<file path="src/hw/edExec_defines.svh">
// ED prefix value, reset PC and APB address width
`ifndef ED_EXEC_DEFINES_SVH
`define ED_EXEC_DEFINES_SVH

// First byte of every instruction in the group
`define EdPrefix 8'hED

// Program counter value after reset
`define ResetPc 16'h0000

// Z80 address space is 64 KB
`define ApbAddrWidth 16

`endif
</file>
<file path="src/hw/edExecPkg.sv">
// Package with the opcode union, pair enum and control, fetch and memory structs
package edExecPkg;

    // Order follows the p field of the opcode
    typedef enum logic [1:0] {
        PairBc,
        PairDe,
        PairHl,
        PairSp
    } pair_e;

    typedef struct packed {
        logic [1:0] x;
        logic [2:0] y;
        logic [2:0] z;
    } opXyz_t;

    typedef struct packed {
        logic [1:0] x;
        logic [1:0] p;
        logic       q;
        logic [2:0] z;
    } opXpqz_t;

    // Same byte, read as x/y/z or as x/p/q/z
    typedef union packed {
        opXyz_t  xyz;
        opXpqz_t xpqz;
    } opcode_u;

    typedef struct packed {
        logic  legal;
        pair_e pair;
        logic  doAdc;
        logic  doSbc;
        logic  doStore;
        logic  doLoad;
        logic  needNn;
        logic  writeFlags;
    } edCtrl_t;

    typedef struct packed {
        logic        badPrefix;
        opcode_u     op;
        logic [15:0] nn;
        logic [15:0] pcNext;
    } fetchRsp_t;

    typedef struct packed {
        logic        req;
        logic        write;
        logic [15:0] addr;
        logic [7:0]  wdata;
    } memReq_t;

    typedef struct packed {
        logic       done;
        logic [7:0] rdata;
    } memRsp_t;

endpackage

</file>
<file path="src/hw/edExecTop.sv">
// Top level joining core, fetch, data mover and APB arbiter
`include "edExec_defines.svh"
module edExecTop import edExecPkg::*; (
    input  logic                     clk,
    input  logic                     rstN,
    input  logic                     run,
    output logic                     psel,
    output logic                     penable,
    output logic                     pwrite,
    output logic [`ApbAddrWidth-1:0] paddr,
    output logic [7:0]               pwdata,
    input  logic [7:0]               prdata,
    input  logic                     pready,
    output logic [7:0]               flags,
    output logic                     trap,
    output logic                     busy
);

    logic        fetchStart;
    logic        fetchDone;
    logic [15:0] pc;
    fetchRsp_t   fetchResult;
    logic        moveStart;
    logic        moveWrite;
    logic [15:0] moveAddr;
    logic [15:0] storeData;
    logic        moveDone;
    logic [15:0] loadData;
    memReq_t     fetchMemReq;
    memReq_t     moveMemReq;
    memRsp_t     fetchMemRsp;
    memRsp_t     moveMemRsp;

    edCore uCore (
        .clk(clk),
        .rstN(rstN),
        .run(run),
        .trap(trap),
        .busy(busy),
        .flags(flags),
        .fetchStart(fetchStart),
        .pc(pc),
        .fetchDone(fetchDone),
        .fetchRsp(fetchResult),
        .moveStart(moveStart),
        .moveWrite(moveWrite),
        .moveAddr(moveAddr),
        .storeData(storeData),
        .moveDone(moveDone),
        .loadData(loadData)
    );

    opFetch uFetch (
        .clk(clk),
        .rstN(rstN),
        .fetchStart(fetchStart),
        .pc(pc),
        .fetchDone(fetchDone),
        .rsp(fetchResult),
        .memReq(fetchMemReq),
        .memRsp(fetchMemRsp)
    );

    dataMover uMover (
        .clk(clk),
        .rstN(rstN),
        .moveStart(moveStart),
        .moveWrite(moveWrite),
        .addr(moveAddr),
        .storeData(storeData),
        .moveDone(moveDone),
        .loadData(loadData),
        .memReq(moveMemReq),
        .memRsp(moveMemRsp)
    );

    memArbiter uArbiter (
        .clk(clk),
        .rstN(rstN),
        .fetchReq(fetchMemReq),
        .moveReq(moveMemReq),
        .fetchRsp(fetchMemRsp),
        .moveRsp(moveMemRsp),
        .psel(psel),
        .penable(penable),
        .pwrite(pwrite),
        .paddr(paddr),
        .pwdata(pwdata),
        .prdata(prdata),
        .pready(pready)
    );

endmodule

</file>
<file path="src/hw/edCore.sv">
// Instruction sequencer with decoder, ALU and register file
`include "edExec_defines.svh"
module edCore import edExecPkg::*; (
    input  logic        clk,
    input  logic        rstN,
    input  logic        run,
    output logic        trap,
    output logic        busy,
    output logic [7:0]  flags,
    output logic        fetchStart,
    output logic [15:0] pc,
    input  logic        fetchDone,
    input  fetchRsp_t   fetchRsp,
    output logic        moveStart,
    output logic        moveWrite,
    output logic [15:0] moveAddr,
    output logic [15:0] storeData,
    input  logic        moveDone,
    input  logic [15:0] loadData
);

    typedef enum logic [1:0] {Idle, Fetch, Exec, Move} state_e;

    state_e      state;
    edCtrl_t     ctrl;
    pair_e       rdPair;
    pair_e       wrPair;
    logic [15:0] rdData;
    logic [15:0] wrData;
    logic [15:0] hlHold;
    logic [15:0] aluResult;
    logic [7:0]  aluFlags;
    logic        wrEn;
    logic        flagWrEn;
    logic        lenOk;
    logic        fault;
    logic        isArith;

    edDecoder uDecoder (.op(fetchRsp.op), .ctrl(ctrl));

    // HL is captured while fetching so the single read port can serve rr in Exec
    assign rdPair = (state == Fetch) ? PairHl : ctrl.pair;

    wideAlu uAlu (
        .a(hlHold),
        .b(rdData),
        .carryIn(flags[0]),
        .subtract(ctrl.doSbc),
        .result(aluResult),
        .flagsOut(aluFlags)
    );

    regPairFile uRegs (
        .clk(clk),
        .rstN(rstN),
        .rdPair(rdPair),
        .rdData(rdData),
        .wrEn(wrEn),
        .wrPair(wrPair),
        .wrData(wrData),
        .flagWrEn(flagWrEn),
        .flagsIn(aluFlags),
        .flags(flags)
    );

    // Fetched length must agree with the decoded form
    assign lenOk = (fetchRsp.pcNext - pc) == (ctrl.needNn ? 16'd4 : 16'd2);
    assign fault = fetchRsp.badPrefix || !ctrl.legal || !lenOk;
    assign isArith = ctrl.doAdc || ctrl.doSbc;

    assign wrEn = ((state == Exec) && !fault && isArith) ||
                  ((state == Move) && moveDone && ctrl.doLoad);
    assign wrPair = (state == Exec) ? PairHl : ctrl.pair;
    assign wrData = (state == Exec) ? aluResult : loadData;
    assign flagWrEn = (state == Exec) && !fault && ctrl.writeFlags;

    assign fetchStart = (state == Idle) && run && !trap;
    assign moveStart = (state == Exec) && !fault && (ctrl.doStore || ctrl.doLoad);
    assign moveWrite = ctrl.doStore;
    assign moveAddr = fetchRsp.nn;
    assign storeData = rdData;
    assign busy = (state != Idle);

    always_ff @(posedge clk) begin
        if (state == Fetch) begin
            hlHold <= rdData;
        end
    end

    always_ff @(posedge clk or negedge rstN) begin
        if (!rstN) begin
            state <= Idle;
            pc <= `ResetPc;
            trap <= 1'b0;
        end else begin
            case (state)
                Idle: begin
                    if (fetchStart) begin
                        state <= Fetch;
                    end
                end
                Fetch: begin
                    if (fetchDone) begin
                        state <= Exec;
                    end
                end
                Exec: begin
                    if (fault) begin
                        trap <= 1'b1;
                        state <= Idle;
                    end else if (moveStart) begin
                        state <= Move;
                    end else begin
                        pc <= fetchRsp.pcNext;
                        state <= Idle;
                    end
                end
                default: begin
                    if (moveDone) begin
                        pc <= fetchRsp.pcNext;
                        state <= Idle;
                    end
                end
            endcase
        end
    end

endmodule

</file>
<file path="src/hw/memArbiter.sv">
// Round-robin arbiter driving one client request at a time onto APB
`include "edExec_defines.svh"
module memArbiter import edExecPkg::*; (
    input  logic                     clk,
    input  logic                     rstN,
    input  memReq_t                  fetchReq,
    input  memReq_t                  moveReq,
    output memRsp_t                  fetchRsp,
    output memRsp_t                  moveRsp,
    output logic                     psel,
    output logic                     penable,
    output logic                     pwrite,
    output logic [`ApbAddrWidth-1:0] paddr,
    output logic [7:0]               pwdata,
    input  logic [7:0]               prdata,
    input  logic                     pready
);

    typedef enum logic [1:0] {ApbIdle, ApbSetup, ApbAccess} phase_e;

    phase_e  phase;
    logic    grantMove;
    logic    pickMove;
    memReq_t selReq;

    // On a tie the client not served last wins, grantMove keeps the last grant
    assign pickMove = moveReq.req && (!fetchReq.req || !grantMove);

    always_ff @(posedge clk or negedge rstN) begin
        if (!rstN) begin
            phase <= ApbIdle;
            grantMove <= 1'b0;
        end else begin
            case (phase)
                ApbIdle: begin
                    if (fetchReq.req || moveReq.req) begin
                        grantMove <= pickMove;
                        phase <= ApbSetup;
                    end
                end
                ApbSetup: phase <= ApbAccess;
                ApbAccess: begin
                    if (pready) begin
                        phase <= ApbIdle;
                    end
                end
                default: phase <= ApbIdle;
            endcase
        end
    end

    // Clients hold their request until done, so the mux stays stable
    assign selReq = grantMove ? moveReq : fetchReq;

    assign psel = (phase != ApbIdle);
    assign penable = (phase == ApbAccess);
    assign pwrite = selReq.write;
    assign paddr = selReq.addr;
    assign pwdata = selReq.wdata;

    assign fetchRsp = '{done: penable && pready && !grantMove, rdata: prdata};
    assign moveRsp = '{done: penable && pready && grantMove, rdata: prdata};

endmodule

</file>
<file path="src/hw/dataMover.sv">
// Two-byte little-endian store to or load from address nn
module dataMover import edExecPkg::*; (
    input  logic        clk,
    input  logic        rstN,
    input  logic        moveStart,
    input  logic        moveWrite,
    input  logic [15:0] addr,
    input  logic [15:0] storeData,
    output logic        moveDone,
    output logic [15:0] loadData,
    output memReq_t     memReq,
    input  memRsp_t     memRsp
);

    logic        reqOn;
    logic        highByte;
    logic        writeDir;
    logic [15:0] curAddr;
    logic [7:0]  highStore;
    logic [7:0]  wdata;
    logic        gotByte;

    assign gotByte = reqOn && memRsp.done;

    always_ff @(posedge clk or negedge rstN) begin
        if (!rstN) begin
            reqOn <= 1'b0;
            highByte <= 1'b0;
            moveDone <= 1'b0;
        end else begin
            moveDone <= 1'b0;
            if (moveStart) begin
                reqOn <= 1'b1;
                highByte <= 1'b0;
            end else if (gotByte) begin
                highByte <= 1'b1;
                if (highByte) begin
                    reqOn <= 1'b0;
                    moveDone <= 1'b1;
                end
            end
        end
    end

    // Low byte goes first at nn, high byte follows at nn+1
    always_ff @(posedge clk) begin
        if (moveStart) begin
            writeDir <= moveWrite;
            curAddr <= addr;
            wdata <= storeData[7:0];
            highStore <= storeData[15:8];
        end else if (gotByte) begin
            curAddr <= curAddr + 16'd1;
            wdata <= highStore;
            if (highByte) begin
                loadData[15:8] <= memRsp.rdata;
            end else begin
                loadData[7:0] <= memRsp.rdata;
            end
        end
    end

    assign memReq = '{req: reqOn, write: writeDir, addr: curAddr, wdata: wdata};

endmodule

</file>
<file path="src/hw/opFetch.sv">
// Instruction byte reader for prefix, opcode and optional nn operand
`include "edExec_defines.svh"
module opFetch import edExecPkg::*; (
    input  logic      clk,
    input  logic      rstN,
    input  logic      fetchStart,
    input  logic [15:0] pc,
    output logic      fetchDone,
    output fetchRsp_t rsp,
    output memReq_t   memReq,
    input  memRsp_t   memRsp
);

    logic        reqOn;
    logic [1:0]  cnt;
    logic [15:0] addr;
    logic        gotByte;
    logic        lastByte;
    opcode_u     opByte;

    assign opByte = memRsp.rdata;
    assign gotByte = reqOn && memRsp.done;

    // Length is known once the opcode byte arrives
    always_comb begin
        case (cnt)
            2'd0: lastByte = (memRsp.rdata != `EdPrefix);
            2'd1: lastByte = !((opByte.xyz.x == 2'd1) && (opByte.xyz.z == 3'd3));
            2'd2: lastByte = 1'b0;
            default: lastByte = 1'b1;
        endcase
    end

    always_ff @(posedge clk or negedge rstN) begin
        if (!rstN) begin
            reqOn <= 1'b0;
            cnt <= 2'd0;
            fetchDone <= 1'b0;
        end else begin
            fetchDone <= 1'b0;
            if (fetchStart) begin
                reqOn <= 1'b1;
                cnt <= 2'd0;
            end else if (gotByte) begin
                cnt <= cnt + 2'd1;
                if (lastByte) begin
                    reqOn <= 1'b0;
                    fetchDone <= 1'b1;
                end
            end
        end
    end

    always_ff @(posedge clk) begin
        if (fetchStart) begin
            addr <= pc;
            rsp.badPrefix <= 1'b0;
        end else if (gotByte) begin
            addr <= addr + 16'd1;
            rsp.pcNext <= addr + 16'd1;
            case (cnt)
                2'd0: rsp.badPrefix <= (memRsp.rdata != `EdPrefix);
                2'd1: rsp.op <= opByte;
                2'd2: rsp.nn[7:0] <= memRsp.rdata;
                default: rsp.nn[15:8] <= memRsp.rdata;
            endcase
        end
    end

    assign memReq = '{req: reqOn, write: 1'b0, addr: addr, wdata: 8'h00};

endmodule

</file>
<file path="src/hw/regPairFile.sv">
// BC, DE, HL, SP and F registers with one read port, one write port and a flag write
module regPairFile import edExecPkg::*; (
    input  logic        clk,
    input  logic        rstN,
    input  pair_e       rdPair,
    output logic [15:0] rdData,
    input  logic        wrEn,
    input  pair_e       wrPair,
    input  logic [15:0] wrData,
    input  logic        flagWrEn,
    input  logic [7:0]  flagsIn,
    output logic [7:0]  flags
);

    logic [15:0] pairs [4];

    always_ff @(posedge clk or negedge rstN) begin
        if (!rstN) begin
            pairs <= '{default: 16'd0};
            flags <= 8'd0;
        end else begin
            if (wrEn) begin
                pairs[wrPair] <= wrData;
            end
            if (flagWrEn) begin
                flags <= flagsIn;
            end
        end
    end

    assign rdData = pairs[rdPair];

endmodule

</file>
<file path="src/hw/wideAlu.sv">
// 16-bit ADC and SBC with Z80 flag generation
module wideAlu (
    input  logic [15:0] a,
    input  logic [15:0] b,
    input  logic        carryIn,
    input  logic        subtract,
    output logic [15:0] result,
    output logic [7:0]  flagsOut
);

    logic [15:0] bOp;
    logic        cIn;
    logic [16:0] sum;
    logic [12:0] lowSum;
    logic        overflow;

    // Subtraction as a plus inverted b, with carry in turned into borrow
    assign bOp = subtract ? ~b : b;
    assign cIn = carryIn ^ subtract;

    assign sum = {1'b0, a} + {1'b0, bOp} + {16'd0, cIn};
    assign lowSum = {1'b0, a[11:0]} + {1'b0, bOp[11:0]} + {12'd0, cIn};

    assign result = sum[15:0];
    assign overflow = (a[15] == bOp[15]) && (sum[15] != a[15]);

    // S Z - H - P/V N C
    assign flagsOut = {
        sum[15],
        (sum[15:0] == 16'd0),
        1'b0,
        lowSum[12] ^ subtract,
        1'b0,
        overflow,
        subtract,
        sum[16] ^ subtract
    };

endmodule

</file>
<file path="src/hw/edDecoder.sv">
// Combinational decoder from opcode to control struct for the 01xxx01x group
module edDecoder import edExecPkg::*; (
    input  opcode_u op,
    output edCtrl_t ctrl
);

    logic inGroup;
    logic isMem;

    // 01xxx01x only
    assign inGroup = (op.xyz.x == 2'd1) && (op.xyz.z[2:1] == 2'b01);

    // z of 3 selects the nn forms
    assign isMem = op.xyz.z[0];

    always_comb begin
        ctrl = '0;
        ctrl.pair = pair_e'(op.xpqz.p);
        if (inGroup) begin
            ctrl.legal = 1'b1;
            if (!isMem) begin
                // SBC HL,rr when q is 0, ADC HL,rr when q is 1
                ctrl.doSbc = ~op.xpqz.q;
                ctrl.doAdc = op.xpqz.q;
                ctrl.writeFlags = 1'b1;
            end else begin
                // LD (nn),rr when q is 0, LD rr,(nn) when q is 1
                ctrl.doStore = ~op.xpqz.q;
                ctrl.doLoad = op.xpqz.q;
                ctrl.needNn = 1'b1;
            end
        end
    end

endmodule

</file>
<file path="config.mk">
export PLATFORM = sky130hd
export DESIGN_NAME = edExecTop
export DESIGN_NICKNAME = d
export VERILOG_FILES = /design/src/hw/edExecPkg.sv /design/src/hw/edExecTop.sv /design/src/hw/edCore.sv /design/src/hw/memArbiter.sv /design/src/hw/dataMover.sv /design/src/hw/opFetch.sv /design/src/hw/regPairFile.sv /design/src/hw/wideAlu.sv /design/src/hw/edDecoder.sv
export VERILOG_INCLUDE_DIRS = /design/src /design/src/hw
export SDC_FILE = /design/constraint.sdc
export NUM_CORES = 1
export LEC_CHECK = 0
export BUFFER_PORTS_ARGS = -buffer_cell sky130_fd_sc_hd__buf_4
export CORE_UTILIZATION = 41
export DETAILED_ROUTE_END_ITERATION = 8
export HOLD_SLACK_MARGIN = 0.02
export PLACE_DENSITY = 0.62
export SYNTH_ARGS = -nofsm -noshare
export SYNTH_HDL_FRONTEND = slang
export SYNTH_SLANG_ARGS = --single-unit
</file>
<file path="constraint.sdc">
create_clock -name clk -period 6.36 [get_ports clk]
set_clock_uncertainty 0.05 [all_clocks]
set_input_delay 0 -clock clk [delete_from_list [all_inputs] [get_ports clk]]
set_output_delay 0 -clock clk [all_outputs]
set_load 0.03 [all_outputs]
</file>
======== After elaboration in Yosys (flattened, before gate mapping) ========
Cells that the tools add are included.
operators by class
  magnitude comparators ................... 3
  reductions and logical operators ........ 60
  bitwise gates (word level) .............. 12
  equal/unequal tests ..................... 21
  muxes and demuxes ....................... 53
  $add $sub $neg .......................... 8
operators by type and width
  operator                                                         number
  16-bit two-way mux                                               12
  64-bit bitwise mux                                               1
  16-bit by 1-bit adder with 16-bit output, second input constant  2
  16-bit binary-select mux with 2-bit select                       1
  16-bit demux with 2-bit select                                   1
  16-bit case mux with 2 select lines                              1
  25-bit two-way mux                                               1
  2-bit two-way mux                                                12
  1-bit logical AND                                                18
  3-bit AND reduction                                              6
  16-bit by 16-bit adder with 17-bit output                        1
  17-bit by 1-bit adder with 17-bit output                         1
  16-bit == test                                                   1
  16-bit logical NOT                                               1
  1-bit two-way mux                                                16
  8-bit two-way mux                                                2
  16-bit NOT                                                       1
  16-bit subtractor                                                1
  2-bit AND reduction                                              7
  2-bit nonzero test                                               7
  12-bit by 12-bit adder with 13-bit output                        1
  13-bit by 1-bit adder with 13-bit output                         1
  2-bit by 1-bit == test with 1-bit output, second input constant  6
  2-bit case mux with 3 select lines                               2
  other kinds (23)                                                 54
storage, ports and cells
  output and inout port bits .............. 37
  word-level logic and storage cells ...... 186
  flip-flop bits (word level) ............. 221
  input port bits ......................... 12

======== Depth between registers and ports, before layout ========
  depth after elaboration ................. 13
  depth in mapped cells ................... 17

======== By module ========
Synthesis repeated with hierarchy kept, for this count alone.
second synthesis, totals
  cells, all modules ...................... 1,052
  area total of the unflattened synthesis .. 12,609.6 um2
by module, submodules not included
  module       area an instance (um2)  times used  cells an instance  sequential area each (um2)
  regPairFile  3,086.7                 1           173                1,801.7
  edCore       3,006.6                 1           365                955.9
  opFetch      2,575.0                 1           162                1,801.7
  dataMover    2,177.1                 1           147                1,546.5
  wideAlu      1,011.0                 1           135                0.0
  memArbiter   663.1                   1           59                 75.1
  edDecoder    90.1                    1           11                 0.0

======== Worst setup path before layout ========
OpenSTA, ideal clock, no wires.
  kind .................................... flip-flop to flip-flop
  start point ............................. register uFetch.rsp[34] (netlist name)
  end point ............................... register uCore.uRegs.flags[0]
  clock period less this slack ............ 4.559 ns
  slack ................................... 1.801 ns
  setup time .............................. 0.125 ns
  arrival time ............................ 4.384 ns
  stages on the path, launching flop included .. 18
  path buffers ............................ 2
  cell sequence ........................... edfxtp_1 nor4bb_1 clkbuf_1 nand2_1 nor2_1 clkbuf_1 xnor2_1 fa_1 inv_1 fa_1 a21oi_1 o21ai_0 a31o_2 a41o_1 a21o_1 a21oi_1 xnor2_1 mux2_2
between the ends
  word-level cells in the longest chain between the ends .. 10
RTL lines
  what                                                                                               line               RTL
  2-bit by 1-bit == test with 1-bit output *                                                         edDecoder.sv:11    assign inGroup = (op.xyz.x == 2'd1) && (op.xyz.z[2:1] == 2'b01);
  1-bit logical AND *                                                                                edDecoder.sv:11
  parallel branches: the longest is 8 deep, another holds 16-bit by 16-bit adder with 17-bit output  -
  to (signal assigned)                                                                               regPairFile.sv:26  flags <= flagsIn;
  to (decl)                                                                                          regPairFile.sv:12  output logic [7:0] flags
Mark *: on every way between the ends.
A chain may end at the register's enable or synchronous reset.

======== Worst setup path after layout ========
  start point ............................. register uCore.state[1]
  end point ............................... register uCore.uRegs.flags[6]
between the ends
  word-level cells in the longest chain between the ends .. 11
RTL lines
  what                                                     line               RTL
  from (decl)                                              edCore.sv:24       state_e state;
  from (signal assigned)                                   edCore.sv:92       state <= Idle;
  from (signal assigned)                                   edCore.sv:99       state <= Fetch;
  from (signal assigned)                                   edCore.sv:110      state <= Idle;
  2-bit by 1-bit == test with 1-bit output *               edCore.sv:42       assign rdPair = (state == Fetch) ? PairHl : ctrl.pair;
  2-bit two-way mux *                                      edCore.sv:42
  2-bit NOT with 3-bit output (implied by the code) *      regPairFile.sv:31  assign rdData = pairs[rdPair];
  16-bit binary-select mux with 2-bit select *             regPairFile.sv:31
  16-bit two-way mux (implied by the code) * (2 in a row)  regPairFile.sv:31
  via storeData[0]                                         edExecTop.sv:26    logic [15:0] storeData;
  16-bit NOT                                               wideAlu.sv:18      assign bOp = subtract ? ~b : b;
  16-bit two-way mux *                                     wideAlu.sv:18
  16-bit by 16-bit adder with 17-bit output *              wideAlu.sv:21      assign sum = {1'b0, a} + {1'b0, bOp} + {16'd0, cIn};
  17-bit by 1-bit adder with 17-bit output *               wideAlu.sv:21
  16-bit logical NOT *                                     wideAlu.sv:30      (sum[15:0] == 16'd0),
Mark *: on every way through the listed nets, which the timed path passes. The rest lies on a longest branch. The select of a mux whose other input is x is not followed.

==> metrics <==
EDFF count, synth approximately 120; synthesis-to-finish area growth 14.6%; flops & latches, synth 221; TritonCTS Sinks about 220; Register-to-Register Setup Slack ~1.5 ns; Routed WL approximately 28000 microns; top cell type by total area after synthesis edfxtp_1; Die ar. slightly below 30000 sq um; share of power burned in the clock network between 30 and 40%; pin count of the biggest net entering global routing between 70 and 80; R2R Path Start uCore.state[1]; class of the worst hold path input pin to flip-flop; run status complete, no violations; most common flop cell mapped by yosys edfxtp_1; main area contributors after synthesis edfxtp_1 31%, dfrtp_1 21%, mux2_2 8.7%, ha_1 4.0%, a21oi_1 2.8%; minimum clock period between 4 and 5 ns; power spent charging and discharging nets 1.29 mW; total negative slack for setup checks 0 ns; number of maximum-capacitance violations 0; clock transition at the register clock pins on the worst setup and hold paths after CTS approximately 0.06 ns; pre-CTS worst setup slack between 1.5 and 2 ns; number of antenna repair diodes 0; last element of the critical path uCore.uRegs.flags[6]; switching portion of total power 30.8%; unrepaired setup endpoints after global routing no; Critical Path End Type flip-flop; final standard cell utilization of the core 48.2%; fraction of final layout cells sized beyond drive strength 1 a little over a fifth; number of cell instances on the worst register-to-register path 15; Vias/cell between 5 and 6; share of the synthesized area in the top cell type 30.8%; detailed-placement wirelength estimate between 20000 and 25000 microns; end of the worst register-to-register path uCore.uRegs.flags[6]; Final Setup Violations 0; most common cell after layout, fill and taps aside edfxtp_1; worst slew pin tran between 1 and 1.5 ns; Num CTS Buffers 25; last weighted congestion value of the routability-driven placer 0.946; Arrival @ worst endpoint 5.29 ns; Bufs on Longest Clock Path 3; Peak VDD IR about 0.16 mV; NumNets Final 1114; highest clock frequency the design can meet 205 MHz; power share of the sequential group between 30% and 40%; synthesized netlist cell count 1000; post-synthesis sequential area ratio approximately half; count of final hold-check violations 0; Starting Density between 40% and 50%; initial DRC count 529; part of the power in combinational logic between 20% and 30%; post-CTS sizing 0; CP Class flip-flop to flip-flop; gr usage total a little under a fifth; critical path peak fanout 22; Placeable Area between 20000 and 30000 sq um; clock tree from TritonCTS yes; period utilisation layout 76.8%; Cell Rows between 60 and 70; vias after detailed routing just under 8000; Post-Synthesis Mean Instance Area between 10 and 15 sq um; headroom to the max-slew limit between 20% and 30%; sum of internal, switching and leakage power around 4.2 mW; antenna-violating nets left 0; I/O pins 49; slack of the critical path around 1.5 ns; crit start category flip-flop; reported leakage power 5.71 nW; global-route wire length before repair 42800 microns; Required @ worst endpoint roughly 6.8 ns; number of distinct standard cells referenced by the synthesized netlist 75; Final Max Slew Viols 0; CTS H-tree depth 1; warnings from Yosys 0; later-pin clock latency in the skew report 0.52 ns; proportion of synthesized flip-flops having asynchronous set or reset between 40% and 50%; number of DRC violations after detailed routing 0; count of port buffers added during placement 46; total gr overflow 0; Die Ht around 170 microns; Cell Int Power roughly 2.9 mW; number of fill cells in the layout around 2600; synthesized area 11800 sq um; Critical path origin uCore.state[1]; number of detailed-routing iterations run before antenna repair 7; Routed WL per cell about 19 microns; leading cell types in the layout, fill and taps excluded 121 x edfxtp_1, 99 x dfrtp_1, 91 x mux2_2; die outline width roughly 170 microns; vias in the first global route about 7500; Pwr per Cell Area 310 nW/um^2; initial antenna violation count 0; buffer cell driving the clock tree root clkbuf_16
-- metal layers --
layer,up-vias,GRT usage [%],wire length [microns]
met5,-,0,0
met4,0,3.61,388
met3,33,3.08,1550
met2,191,28.2,11800
met1,3900,29.0,13800
li1,3766,-,-
-- what timing repair did --
action / in CTS / in global routing
hold endpoints to repair: 74 / 0
buffers inserted: 0 / 0
hold buffers: 12 / 0
-- synthesized netlist by cell type, drive strengths merged (30+ instances only) --
| library cell | number |
|---|---|
| mux2 | 121 |
| xnor2 | 33 |
| nand2 | 65 |
| dfrtp | 99 |
| inv | 42 |
| nor2 | 78 |
| xor2 | 30 |
| o21ai | 35 |
| ha | 38 |
| a21oi | 66 |
| edfxtp | 121 |
-- worst max-delay path, stage by stage (launching register included) --
cell and delay [ns]:
dfrtp_1 0.44, nand2b_1 0.18, inv_1 0.34, nor2_2 0.72, nor2_1 0.11, a21oi_1 0.30, xnor2_1 0.15, fa_1 0.44
nand2b_1 0.18, a211oi_1 0.43, o21ai_0 0.31, o21ai_0 0.25, nand3_1 0.10, a2111oi_0 0.47, nand4_1 0.18, o21ai_1 0.16
-- flip-flops by register name, summed over array words and instances (netlist names), 2 cells and up --
register	count
uFetch.addr	16
uCore.hlHold	16
uMover.curAddr	16
uMover.highStore	8
uCore.pc	16
uMover.wdata	8
uFetch.cnt	2
uFetch.rsp	41
uArbiter.phase	2
uCore.uRegs.flags	6
uCore.uRegs.pairs	64
uMover.loadData	16
uCore.state	2
-- per-stage QoR --
| stage | hold slack [ns] | instances | area (sq um) |
|---|---|---|---|
| 2_1_floorplan | -0.346 | 1001 | 11800 |
| 3_3_place_gp | -0.116 | 1400 | 12500 |
| 3_5_place_dp | -0.110 | 1400 | 12500 |
| 4_1_cts | 0.103 | 1458 | 13500 |
| 5_1_grt | 0.138 | 1458 | 13500 |
| 6_report | 0.115 | 1458 | 13500 |
-- power groups by stage --
stage                     clock network [mW]  logic (mW)  registers, mW
final                                   1.49        1.03           1.68
after global routing                    1.58        1.14           1.69
after floorplan                            0       0.731           1.69
after detailed placement                   0        1.00           1.70
after global placement                     0       0.997           1.70
after CTS                               1.52        1.02           1.68
-- how the worst min path moves through the flow --
stage	startpoint	end	slack [ns]	cells after the start
6_report	run	uFetch.cnt[0]	0.11	4
5_1_grt	run	uFetch.cnt[0]	0.14	4
4_1_cts	run	uFetch.cnt[0]	0.10	4
3_5_place_dp	rstN	uCore.uRegs.pairs[37]	-0.11	1
3_3_place_gp	rstN	uCore.uRegs.pairs[57]	-0.12	1
2_1_floorplan	rstN	uArbiter.grantMove	-0.35	0
-- cell families (layout without fill, tap and decap cells) --
logic type | Yosys count | after routing | synth area share, %
simple gates | 276 | 276 | 11.8
flops | 221 | 221 | 51.9
compound gates | 169 | 169 | 9.45
mux | 148 | 148 | 14.5
buf+inv | 81 | 160 | 3.09
xor+xnor | 63 | 63 | 4.67
fa+ha+maj | 41 | 41 | 4.54
other cells | 1 | 2 | 0.0318
-- final cells by class --
type,count,area [sq um],share of cell area (%)
clock inverter,13,155,1.15
multi-input combinational,699,5320,39.4
timing repair buffer,72,581,4.29
sequential,221,6130,45.3
clock buffer,33,707,5.23
inverter,42,158,1.17
tap,378,473,3.50
No activity file was read; power rests on OpenSTA's default activity.
